==> src/rtl/riscv_isa_pkg.sv <==
package riscv_isa_pkg;

  // register, address and instruction width
  localparam int unsigned xlen = 32;
  localparam int unsigned reg_idx_w = 5;
  localparam int unsigned num_regs = 32;

  // instruction field widths
  localparam int unsigned opcode_w = 7;
  localparam int unsigned funct3_w = 3;
  localparam int unsigned funct7_w = 7;

  localparam logic [xlen-1:0] pc_step = 4;

  // selects sub over add and sra over srl
  localparam logic [funct7_w-1:0] funct7_alt = 7'b0100000;

  typedef enum logic [opcode_w-1:0] {
    opc_lui    = 7'b0110111,
    opc_auipc  = 7'b0010111,
    opc_jal    = 7'b1101111,
    opc_jalr   = 7'b1100111,
    opc_branch = 7'b1100011,
    opc_op_imm = 7'b0010011,
    opc_op     = 7'b0110011,
    opc_system = 7'b1110011
  } opcode_e;

  // 3'b010 and 3'b011 are not valid branch encodings
  typedef enum logic [funct3_w-1:0] {
    br_beq  = 3'b000,
    br_bne  = 3'b001,
    br_blt  = 3'b100,
    br_bge  = 3'b101,
    br_bltu = 3'b110,
    br_bgeu = 3'b111
  } branch_f3_e;

  typedef enum logic [funct3_w-1:0] {
    alu_add_sub = 3'b000,
    alu_sll     = 3'b001,
    alu_slt     = 3'b010,
    alu_sltu    = 3'b011,
    alu_xor     = 3'b100,
    alu_srl_sra = 3'b101,
    alu_or      = 3'b110,
    alu_and     = 3'b111
  } alu_f3_e;

endpackage

==> src/rtl/pipeline_pkg.sv <==
package pipeline_pkg;

  import riscv_isa_pkg::*;

  // classifies each cycle as it reaches writeback
  // exactly one value holds for a given cycle
  typedef enum logic [xlen-1:0] {
    // never seen once the reset sequence is over
    cycle_invalid      = 0,
    // bubble left behind by reset
    cycle_reset        = 1,
    // a real instruction
    cycle_no_stall     = 2,
    // slot squashed by a taken branch or jump
    cycle_taken_branch = 4
  } cycle_status_e;

  // fetch/decode register contents
  typedef struct packed {
    logic [xlen-1:0] pc;
    logic [xlen-1:0] insn;
    cycle_status_e   status;
  } decode_rec_t;

  // decode/execute register contents, operands already read
  typedef struct packed {
    logic [xlen-1:0] pc;
    logic [xlen-1:0] insn;
    logic [xlen-1:0] a;
    logic [xlen-1:0] b;
    cycle_status_e   status;
  } execute_rec_t;

endpackage

==> src/rtl/writeback_if.sv <==
`timescale 1ns/1ns

interface writeback_if
  import riscv_isa_pkg::*, pipeline_pkg::*;
();

  logic [xlen-1:0]      pc;
  logic [xlen-1:0]      insn;
  cycle_status_e        status;
  // register file write port
  logic                 we;
  logic [reg_idx_w-1:0] rd;
  logic [xlen-1:0]      data;

  modport source (output pc, insn, status, we, rd, data);

  modport sink (input pc, insn, status, we, rd, data);

endinterface

==> src/rtl/fetch_stage.sv <==
`timescale 1ns/1ns

module fetch_stage
  import riscv_isa_pkg::*, pipeline_pkg::*;
(
  input  logic            clk,
  input  logic            rst,
  input  logic            redirect,
  input  logic [xlen-1:0] redirect_pc,
  input  logic [xlen-1:0] insn_from_imem,
  output logic [xlen-1:0] pc_to_imem,
  output decode_rec_t     decode_rec
);

  logic [xlen-1:0] pc;

  // program counter
  always_ff @(posedge clk) begin
    if (rst) begin
      pc <= '0;
    end else if (redirect) begin
      pc <= redirect_pc;
    end else begin
      pc <= pc + pc_step;
    end
  end

  assign pc_to_imem = pc;

  // fetch/decode register
  // the word fetched while a redirect is pending is on the wrong path
  always_ff @(posedge clk) begin
    if (rst) begin
      decode_rec <= '{pc: '0, insn: '0, status: cycle_reset};
    end else if (redirect) begin
      decode_rec <= '{pc: '0, insn: '0, status: cycle_taken_branch};
    end else begin
      decode_rec <= '{pc: pc, insn: insn_from_imem, status: cycle_no_stall};
    end
  end

endmodule

==> src/rtl/decode_stage.sv <==
`timescale 1ns/1ns

module decode_stage
  import riscv_isa_pkg::*, pipeline_pkg::*;
(
  input  logic         clk,
  input  logic         rst,
  input  logic         redirect,
  input  decode_rec_t  decode_rec,
  writeback_if.sink    wb,
  output execute_rec_t execute_rec
);

  logic [xlen-1:0]      regs [num_regs];
  logic [reg_idx_w-1:0] rs1;
  logic [reg_idx_w-1:0] rs2;
  logic [xlen-1:0]      rs1_data;
  logic [xlen-1:0]      rs2_data;

  assign rs1 = decode_rec.insn[19:15];
  assign rs2 = decode_rec.insn[24:20];

  // register file, written from the writeback record
  // we is never high for x0, so x0 keeps its reset value
  always_ff @(posedge clk) begin
    if (rst) begin
      for (int i = 0; i < num_regs; i++) begin
        regs[i] <= '0;
      end
    end else if (wb.we) begin
      regs[wb.rd] <= wb.data;
    end
  end

  // read ports, bypassing the value being written this cycle
  always_comb begin
    if (wb.we && wb.rd == rs1) begin
      rs1_data = wb.data;
    end else if (rs1 == '0) begin
      rs1_data = '0;
    end else begin
      rs1_data = regs[rs1];
    end
  end

  always_comb begin
    if (wb.we && wb.rd == rs2) begin
      rs2_data = wb.data;
    end else if (rs2 == '0) begin
      rs2_data = '0;
    end else begin
      rs2_data = regs[rs2];
    end
  end

  // decode/execute register
  always_ff @(posedge clk) begin
    if (rst) begin
      execute_rec <= '{pc: '0, insn: '0, a: '0, b: '0, status: cycle_reset};
    end else if (redirect) begin
      // younger than the branch in execute, squash it
      execute_rec <= '{pc: '0, insn: '0, a: '0, b: '0, status: cycle_taken_branch};
    end else begin
      execute_rec <= '{
        pc:     decode_rec.pc,
        insn:   decode_rec.insn,
        a:      rs1_data,
        b:      rs2_data,
        status: decode_rec.status
      };
    end
  end

endmodule

==> src/rtl/execute_stage.sv <==
`timescale 1ns/1ns

module execute_stage
  import riscv_isa_pkg::*, pipeline_pkg::*;
(
  input  logic            clk,
  input  logic            rst,
  input  execute_rec_t    execute_rec,
  output logic            redirect,
  output logic [xlen-1:0] redirect_pc,
  writeback_if.source     wb,
  output logic            halt
);

  opcode_e              opcode;
  alu_f3_e              alu_f3;
  branch_f3_e           br_f3;
  logic [reg_idx_w-1:0] rd;
  logic [reg_idx_w-1:0] rs1;
  logic [reg_idx_w-1:0] rs2;
  logic [funct7_w-1:0]  funct7;
  logic                 is_alt;

  logic [xlen-1:0] op_a;
  logic [xlen-1:0] op_b;
  logic [xlen-1:0] imm_i;
  logic [xlen-1:0] imm_b;
  logic [xlen-1:0] imm_j;
  logic [xlen-1:0] imm_u;
  logic [xlen-1:0] alu_b;
  logic [4:0]      shamt;
  logic [xlen-1:0] alu_out;
  logic [xlen-1:0] link;
  logic [xlen-1:0] result;
  logic [xlen-1:0] target;
  logic            br_taken;
  logic            take;
  logic            writes_rd;
  logic            rd_we;
  logic            wb_ecall;
  logic            halt_q;

  // instruction fields
  assign opcode = opcode_e'(execute_rec.insn[6:0]);
  assign rd     = execute_rec.insn[11:7];
  assign alu_f3 = alu_f3_e'(execute_rec.insn[14:12]);
  assign br_f3  = branch_f3_e'(execute_rec.insn[14:12]);
  assign rs1    = execute_rec.insn[19:15];
  assign rs2    = execute_rec.insn[24:20];
  assign funct7 = execute_rec.insn[31:25];
  assign is_alt = (funct7 == funct7_alt);

  // the instruction one ahead is in writeback and its result was not yet
  // in the register file when these operands were read
  assign op_a = (wb.we && wb.rd == rs1) ? wb.data : execute_rec.a;
  assign op_b = (wb.we && wb.rd == rs2) ? wb.data : execute_rec.b;

  // immediates
  assign imm_i = {{20{execute_rec.insn[31]}}, execute_rec.insn[31:20]};
  assign imm_b = {{19{execute_rec.insn[31]}}, execute_rec.insn[31], execute_rec.insn[7],
                  execute_rec.insn[30:25], execute_rec.insn[11:8], 1'b0};
  assign imm_j = {{11{execute_rec.insn[31]}}, execute_rec.insn[31], execute_rec.insn[19:12],
                  execute_rec.insn[20], execute_rec.insn[30:21], 1'b0};
  assign imm_u = {execute_rec.insn[31:12], 12'b0};

  assign alu_b = (opcode == opc_op) ? op_b : imm_i;
  assign shamt = alu_b[4:0];
  assign link  = execute_rec.pc + pc_step;

  always_comb begin
    alu_out = '0;
    case (alu_f3)
      // sub only exists in register-register form
      alu_add_sub: begin
        if (opcode == opc_op && is_alt) begin
          alu_out = op_a - alu_b;
        end else begin
          alu_out = op_a + alu_b;
        end
      end
      alu_sll:  alu_out = op_a << shamt;
      alu_slt:  alu_out = {{(xlen-1){1'b0}}, $signed(op_a) < $signed(alu_b)};
      alu_sltu: alu_out = {{(xlen-1){1'b0}}, op_a < alu_b};
      alu_xor:  alu_out = op_a ^ alu_b;
      alu_srl_sra: begin
        if (is_alt) begin
          alu_out = $signed(op_a) >>> shamt;
        end else begin
          alu_out = op_a >> shamt;
        end
      end
      alu_or:   alu_out = op_a | alu_b;
      alu_and:  alu_out = op_a & alu_b;
      default:  alu_out = '0;
    endcase
  end

  always_comb begin
    case (br_f3)
      br_beq:  br_taken = (op_a == op_b);
      br_bne:  br_taken = (op_a != op_b);
      br_blt:  br_taken = ($signed(op_a) < $signed(op_b));
      br_bge:  br_taken = ($signed(op_a) >= $signed(op_b));
      br_bltu: br_taken = (op_a < op_b);
      br_bgeu: br_taken = (op_a >= op_b);
      default: br_taken = 1'b0;
    endcase
  end

  // result select and control flow
  // anything outside the kept opcodes falls through as a no-op
  always_comb begin
    result    = '0;
    writes_rd = 1'b0;
    take      = 1'b0;
    target    = '0;
    case (opcode)
      opc_lui: begin
        result    = imm_u;
        writes_rd = 1'b1;
      end
      opc_auipc: begin
        result    = execute_rec.pc + imm_u;
        writes_rd = 1'b1;
      end
      opc_jal: begin
        result    = link;
        writes_rd = 1'b1;
        take      = 1'b1;
        target    = execute_rec.pc + imm_j;
      end
      opc_jalr: begin
        result    = link;
        writes_rd = 1'b1;
        take      = 1'b1;
        target    = (op_a + imm_i) & {{(xlen-1){1'b1}}, 1'b0};
      end
      opc_branch: begin
        take   = br_taken;
        target = execute_rec.pc + imm_b;
      end
      opc_op_imm, opc_op: begin
        result    = alu_out;
        writes_rd = 1'b1;
      end
      default: begin
        result = '0;
      end
    endcase
  end

  // bubbles never redirect or write
  assign redirect    = take && execute_rec.status == cycle_no_stall;
  assign redirect_pc = target;
  assign rd_we       = writes_rd && rd != '0 && execute_rec.status == cycle_no_stall;

  // writeback register
  always_ff @(posedge clk) begin
    if (rst) begin
      wb.pc     <= '0;
      wb.insn   <= '0;
      wb.status <= cycle_reset;
      wb.we     <= 1'b0;
      wb.rd     <= '0;
      wb.data   <= '0;
    end else begin
      wb.pc     <= execute_rec.pc;
      wb.insn   <= execute_rec.insn;
      wb.status <= execute_rec.status;
      wb.we     <= rd_we;
      wb.rd     <= rd;
      wb.data   <= rd_we ? result : '0;
    end
  end

  // ecall in writeback raises halt in the same cycle, halt_q holds it
  assign wb_ecall = wb.status == cycle_no_stall && wb.insn[6:0] == opc_system
                    && wb.insn[31:7] == '0;
  assign halt     = halt_q | wb_ecall;

  always_ff @(posedge clk) begin
    if (rst) begin
      halt_q <= 1'b0;
    end else begin
      halt_q <= halt;
    end
  end

endmodule

==> src/rtl/rv_pipeline_top.sv <==
`timescale 1ns/1ns

module rv_pipeline_top
  import riscv_isa_pkg::*, pipeline_pkg::*;
(
  input  logic            clk,
  input  logic            rst,
  // instruction memory, answers in the same cycle
  output logic [xlen-1:0] pc_to_imem,
  input  logic [xlen-1:0] insn_from_imem,
  // writeback trace
  output logic [xlen-1:0] trace_pc,
  output logic [xlen-1:0] trace_insn,
  output cycle_status_e   trace_cycle_status,
  output logic [xlen-1:0] trace_rd_data,
  output logic            halt
);

  decode_rec_t     decode_rec;
  execute_rec_t    execute_rec;
  logic            redirect;
  logic [xlen-1:0] redirect_pc;

  writeback_if wb ();

  fetch_stage u_fetch (
    .clk            (clk),
    .rst            (rst),
    .redirect       (redirect),
    .redirect_pc    (redirect_pc),
    .insn_from_imem (insn_from_imem),
    .pc_to_imem     (pc_to_imem),
    .decode_rec     (decode_rec)
  );

  decode_stage u_decode (
    .clk         (clk),
    .rst         (rst),
    .redirect    (redirect),
    .decode_rec  (decode_rec),
    .wb          (wb),
    .execute_rec (execute_rec)
  );

  execute_stage u_execute (
    .clk         (clk),
    .rst         (rst),
    .execute_rec (execute_rec),
    .redirect    (redirect),
    .redirect_pc (redirect_pc),
    .wb          (wb),
    .halt        (halt)
  );

  // data is already zero when the record does not write rd
  assign trace_pc           = wb.pc;
  assign trace_insn         = wb.insn;
  assign trace_cycle_status = wb.status;
  assign trace_rd_data      = wb.data;

endmodule

==> config.mk <==
export PLATFORM = sky130hd
export DESIGN_NAME = rv_pipeline_top
export DESIGN_NICKNAME = d
export VERILOG_FILES = /design/src/rtl/riscv_isa_pkg.sv /design/src/rtl/pipeline_pkg.sv /design/src/rtl/writeback_if.sv /design/src/rtl/fetch_stage.sv /design/src/rtl/decode_stage.sv /design/src/rtl/execute_stage.sv /design/src/rtl/rv_pipeline_top.sv
export SDC_FILE = /design/constraint.sdc
export NUM_CORES = 2
export LEC_CHECK = 0
export BUFFER_PORTS_ARGS = -buffer_cell sky130_fd_sc_hd__clkbuf_2
export CORE_AREA = 3 3 354 391
export CTS_CLUSTER_SIZE = 40
export DETAILED_ROUTE_END_ITERATION = 16
export DIE_AREA = 0 0 357 394
export PLACE_DENSITY = 0.78
export SLEW_MARGIN = 20
export SYNTH_ARGS = -nofsm -noshare
export SYNTH_HDL_FRONTEND = slang
export SYNTH_HIERARCHICAL = 1
export SYNTH_SLANG_ARGS = --single-unit
==> constraint.sdc <==
create_clock -name clk -period 7.7 [get_ports clk]
set_input_delay 1.54 -clock clk [delete_from_list [all_inputs] [get_ports clk]]
set_output_delay 1.54 -clock clk [all_outputs]
set_load 0.01 [all_outputs]
-- Word level (Yosys, flattened, before mapping)
Memories as Yosys holds them, arrays and structs flattened. A register that Yosys moved wholly into a read port is not among the register bits.
Index checks and enable logic that the tools add are counted.
- RAM bits: 1024
- word-level logic and storage cells: 113
- memories kept: 1
- flip-flop bits (word level): 336
- input port bits: 34
- output and inout bits: 161
- reduce and logical (&&, ||, !) cells: 21
- magnitude comparators: 6
- shift operators: 3
- mux-type cells: 28
- add/subtract/negate cells: 8
- eq/ne operators: 24
- bitwise operators: 5
- memories (memory ; words ; bits a word ; rd ports ; clocked after memory_dff ; wr ports ; line ; source):
    u_decode.regs ; 32 ; 32 ; 2 ; 2 ; 32 ; decode_stage.sv:14 ; logic [xlen-1:0] regs [num_regs];
- operators by type and width (cell ; number):
    32-bit 2-to-1 mux ; 11
    32-bit one-hot mux with 8 select lines ; 1
    32-bit adder ; 5
    32-bit < comparator ; 4
    32-bit one-hot mux with 4 select lines ; 1
    32-bit one-hot mux with 3 select lines ; 1
    32-bit by 3-bit adder with 32-bit output, second input constant ; 2
    32-bit greater-or-equal comparator ; 2
    32-bit AND ; 1
    32-bit == test ; 1
    32-bit inequality test ; 1
    32-bit bitwise OR ; 1
    32-bit OR reduction ; 1
    32-bit by 5-bit << shifter with 32-bit output ; 1
    32-bit by 5-bit right shift with 32-bit output ; 1
    32-bit by 5-bit >>> shifter with 32-bit output ; 1
    32-bit subtractor ; 1
    32-bit XOR ; 1
    7-bit == test, second input constant ; 4
    25-bit logical NOT ; 1
    7-bit by 6-bit == test with 1-bit output, second input constant ; 3
    5-bit == test ; 4
    5-bit 2-to-1 mux ; 3
    7-bit by 5-bit == test with 1-bit output, second input constant ; 2
    15 further kinds ; 41

-- Logic depth before layout (Yosys ltp)
- depth after elaboration: 9
- mapped depth: 26

-- By module
The synthesis kept the hierarchy.
- modules (own cells, without submodules) (module ; seq. area each (um^2) ; times used ; area each (um^2) ; cells an instance):
    decode_stage ; 33952.6 ; 1 ; 59110.4 ; 3854
    execute_stage ; 2602.5 ; 1 ; 19314.8 ; 2654
    fetch_stage ; 1981.9 ; 1 ; 3758.6 ; 385

-- Least setup slack after synthesis
Ideal clock, no wire load.
- path kind: register -> register
- start: register u_execute/wb.insn[7] (netlist name)
- end: register u_decode/execute_rec[46] (netlist name)
- data required time: 7.578 ns
- clock period less this slack: 5.485 ns
- arrival: 5.364 ns
- path buffers: 4
- library setup time: 0.122 ns
- path slack: 2.215 ns
- stages on the path, launching flop included: 27
- path through: dfxtp_1 -> xnor2_1 -> nand4_1 -> nor2_1 -> buf_1 -> buf_1 -> mux2i_1 -> ha_1 -> nor2b_1 -> o21a_1 -> o21ai_0 -> nand2b_1 -> a21oi_1 -> nor2b_1 -> o211ai_1 -> a21oi_1 -> nor2_1 -> mux2i_1 -> mux2i_1 -> a32o_1 -> nor2_1 -> a21boi_0 -> o21a_1 -> nor2b_1 -> clkbuf_1 -> buf_2 -> a221o_1

==> results.md <==
* Post-synthesis async set-or-reset flop share at 0%
* Core ar. at 134,400 um2
* # resized after CTS at 0
* Period utilisation layout at 92.66%
* Hold depth at 1
* Clock Latency Late Sink at 0.82 ns
* DP Wirelength at 228.6 mm
* Post-synth EDFFs at 1,024
* CP cell instances: xnor2_1 -> nand4_1 -> nor2_4 -> buf_4 -> mux2i_1 -> inv_1 -> ha_1 -> nand3_1 -> nor2_1 -> and3_1 -> nand2_1 -> or3_1 -> nor3_1 -> nor4_1 -> o31ai_1 -> a32o_2 -> nor2_4 -> a21boi_0 -> o21a_1 -> nor2b_1 -> buf_4 -> a221o_1
* Netlist cell types at 101
* Overflow after GRT at 0
* Accumulated negative setup slack at 0 ns
* Crit-path max FO at 21
* Tightest Pin Transition at 1.225 ns
* RSZ-0062 raised after global routing: false
* Status: completed
* Hold endpoint: u_decode/execute_rec[142]
* Reg2reg end: u_decode/execute_rec[45]
* Vias at 65,500
* Largest net degree at the start of global routing at 108
* Final setup vio count at 0
* NumNets Final at 7,141
* 1st-pass router iterations at 7
* Drt via density at 7.420
* Warnings, synthesis at 6
* Initial core utilization at 61.13%
* Initial antenna violation count at 40
* Post CTS Setup Buffer Count at 0
* Max Buffers Root-to-Sink at 3
* Worst Setup Start Kind: flop
* Reg area at 38,580 um2
* First-pass GRT wire length at 477.8 mm
* Final hold vios at 0
* Layout Skew at 0.05235 ns
* Sequential-to-total area share from yosys stat at 46.89%
* Fill cells at 9,606
* # IOs at 195
* Tot GR Track Use at 48.34%
* Dpl cell area at 84,990 um2
* FF+latch count, synth at 1,413
* Reg clk slew, reported paths at 0.07 ns
* Power Dens Cells at 211.7 nW/um2
* Arr. time, crit path at 7.82 ns
* Mapped Cells at 6,893
* Die height at 394 um
* Clk sinks at 1,413
* CTS Hold Bufs at 0
* Multi-input logic area at 40,840 um2
* Max incr delay on CP at 0.63 ns
* Minimum clock period at 7.134 ns
* Wire per inst at 38.99 um
* Vias in the first global route at 62,740
* Input/output buffers at 194
* WP data required at 8.38 ns
* GPL Wtd Cong at 1.092
* Antenna Nets Post-Route at 0
* Root buf cell: clkbuf_16
* Hold WC Path Type: reg2reg
* CP Capture Type: flop
* TritonCTS Buffers at 145
* Maxcap violations at 0
* DRC viols at 0
* H-tree levels at 4
* Worst Setup Path Type: reg2reg
* Power, Total at 0.01906 W
* DIE AREA at 140,700 um2
* Slew HR at 17.04%
* Slowest-stage cell, CP: nor2_4
* Area of the mapped netlist at 82,180 um2
* Worst R2R Path Depth at 22
* Row count at 141
* Leakage at 32.74 nW
* Final Cell Area at 90,030 um2
* Worst Hold Launch: u_fetch/decode_rec[78]
* Final Max Tran Viols at 0
* R2R setup slack at 0.57 ns
* Crit Reg-Reg Startpoint: u_execute/wb.insn[8]
* Average cell area after synthesis at 11.92 um2
* Peak VDD IR at 250.3 uV
* Total Wirelength at 344.2 mm
* Fmax at 0.1402 GHz
* Synth-to-Final Area Change at 9.544%
* Synth Flop Type: edfxtp_1
* Initial DRC count at 11,900
* Fraction of layout cells with a size suffix above 1 at 19.13%
* DIE WIDTH at 357 um
* CTS tree: done
[cell type report]
| type | count | share of cell area (%) |
|---|---|---|
| Timing Repair Buffer | 427 | 3.155 |
| Multi-Input combinational cell | 4769 | 45.36 |
| Clock inverter | 83 | 1.074 |
| Clock buffer | 188 | 4.435 |
| Tap cell | 1787 | 2.484 |
| Antenna cell | 22 | 0.06115 |
| Inverter | 139 | 0.5823 |
| Sequential cell | 1413 | 42.85 |
[how the worst max path moves through the flow]
| stage | startpoint | end | slack, ns | depth (start not counted) |
|---|---|---|---|---|
| final | u_execute/wb.insn[8] | u_decode/execute_rec[45] | 0.57 | 22 |
| after global routing | u_execute/wb.insn[8] | u_fetch/pc_to_imem[31] | 0.21 | 20 |
| after CTS | u_execute/wb.insn[8] | u_decode/execute_rec[45] | 0.71 | 22 |
| after detailed placement | u_execute/wb.insn[8] | u_decode/execute_rec[56] | 0.73 | 22 |
| after global placement | u_execute/wb.insn[7] | u_decode/execute_rec[52] | 0.92 | 24 |
| after floorplan | u_execute/wb.insn[7] | u_decode/execute_rec[46] | 2.21 | 26 |
[per-stage QoR]
stage                     std cells  setup WS (ns)  hold slack, ns  utilization (%)
after floorplan                6921          2.215          0.4035                -
after global placement         8531         0.9151          0.4077            63.20
after detailed placement       8532         0.7260          0.4105            63.22
after CTS                      8803         0.7084          0.4207            66.91
after global routing           8807         0.2103          0.4337            66.93
final                          8828         0.5656          0.4230            66.97
[critical path, delay by kind of cell (launching register included)]
| family | cells | cell delay, ns |
|---|---|---|
| and+or+nand+nor | 11 | 2.78 |
| AOI/OAI and AO/OA | 5 | 1.74 |
| buffers and inverters | 3 | 0.82 |
| DFF | 1 | 0.56 |
| muxes | 1 | 0.51 |
| adders and majority gates | 1 | 0.34 |
| xor gates and xnor gates | 1 | 0.19 |
[cells by family (layout without fill, tap and decap cells)]
group,count (synthesis),in the layout,share of synthesized area (%)
DFF,1413,1413,46.89
xor gates and xnor gates,155,155,1.652
buffers and inverters,739,837,3.934
adders and majority gates,213,213,3.267
AOI/OAI and AO/OA,1171,1171,9.471
and+or+nand+nor,2353,2353,16.28
other,1,51,0.004563
muxes,848,848,18.50
[Yosys cell counts, drive strengths merged (78+ instances only)]
library cell | count | area [um2]
and2 | 1216 | 7607
edfxtp | 1024 | 30750
mux4 | 532 | 11980
clkbuf | 407 | 1529
dfxtp | 389 | 7787
a21oi | 310 | 1551
nor2 | 304 | 1146
mux2i | 284 | 2855
nand2 | 240 | 900.9
ha | 209 | 2615
o21ai | 203 | 1016
buf | 193 | 1180
nor2b | 183 | 1145
a211oi | 142 | 1071
inv | 132 | 498.0
xnor2 | 99 | 867.1
o22ai | 78 | 488.0
[sequential cells by signal, summed over array words and instances, names as in the netlist]
| name | cells |
|---|---|
| u_execute/halt_q | 1 |
| u_fetch/decode_rec | 67 |
| u_fetch/pc_to_imem | 32 |
| u_execute/wb.status | 32 |
| u_execute/wb.insn | 32 |
| u_execute/wb.we | 1 |
| u_decode/regs | 1024 |
| u_execute/wb.data | 32 |
| u_execute/wb.pc | 32 |
| u_decode/execute_rec | 160 |
[cell usage in the layout (no fill, tap or decap), types with 22 or more instances in the layout]
master	instances
xnor2_1	99
a211oi_1	141
a221oi_1	30
clkinv_1	34
a22oi_1	35
a21oi_1	310
mux4_2	532
mux2i_1	283
nor2_1	264
a21o_1	54
o22ai_1	78
dfxtp_1	374
nand2_1	240
conb_1	29
nor2_4	25
nor4_1	42
mux2_2	31
xor2_1	56
o21ai_0	192
o211ai_1	34
or2_2	40
nand4_1	48
and2_1	1214
diode_2	22
and3_1	37
nor3_1	59
buf_4	223
ha_1	209
clkbuf_2	193
a211o_1	41
nor2b_1	181
edfxtp_1	1024
inv_1	128
nand3_1	60
o21bai_1	36
a221o_1	22
clkbuf_1	25
nand2b_1	38
clkbuf_16	147
[report_power, final]
part | leakage, nW | total (W) | switching, W | internal [W]
Combinational | 17.4 | 0.00290 | 0.00185 | 0.00104
Sequential | 12.9 | 0.00880 | 0.000308 | 0.00849
Clock | 2.40 | 0.00736 | 0.00321 | 0.00415
[metal layers]
layer  up-vias  GRT usage (%)  share of wire, %
met5         -              0             0.054
met4        24          36.90               9.8
met3      1565          15.75                14
met2      6190          70.45                43
met1     31990          59.78                33
li1      25730              -                 -
Note: power is estimated with default switching activity, not from simulation.
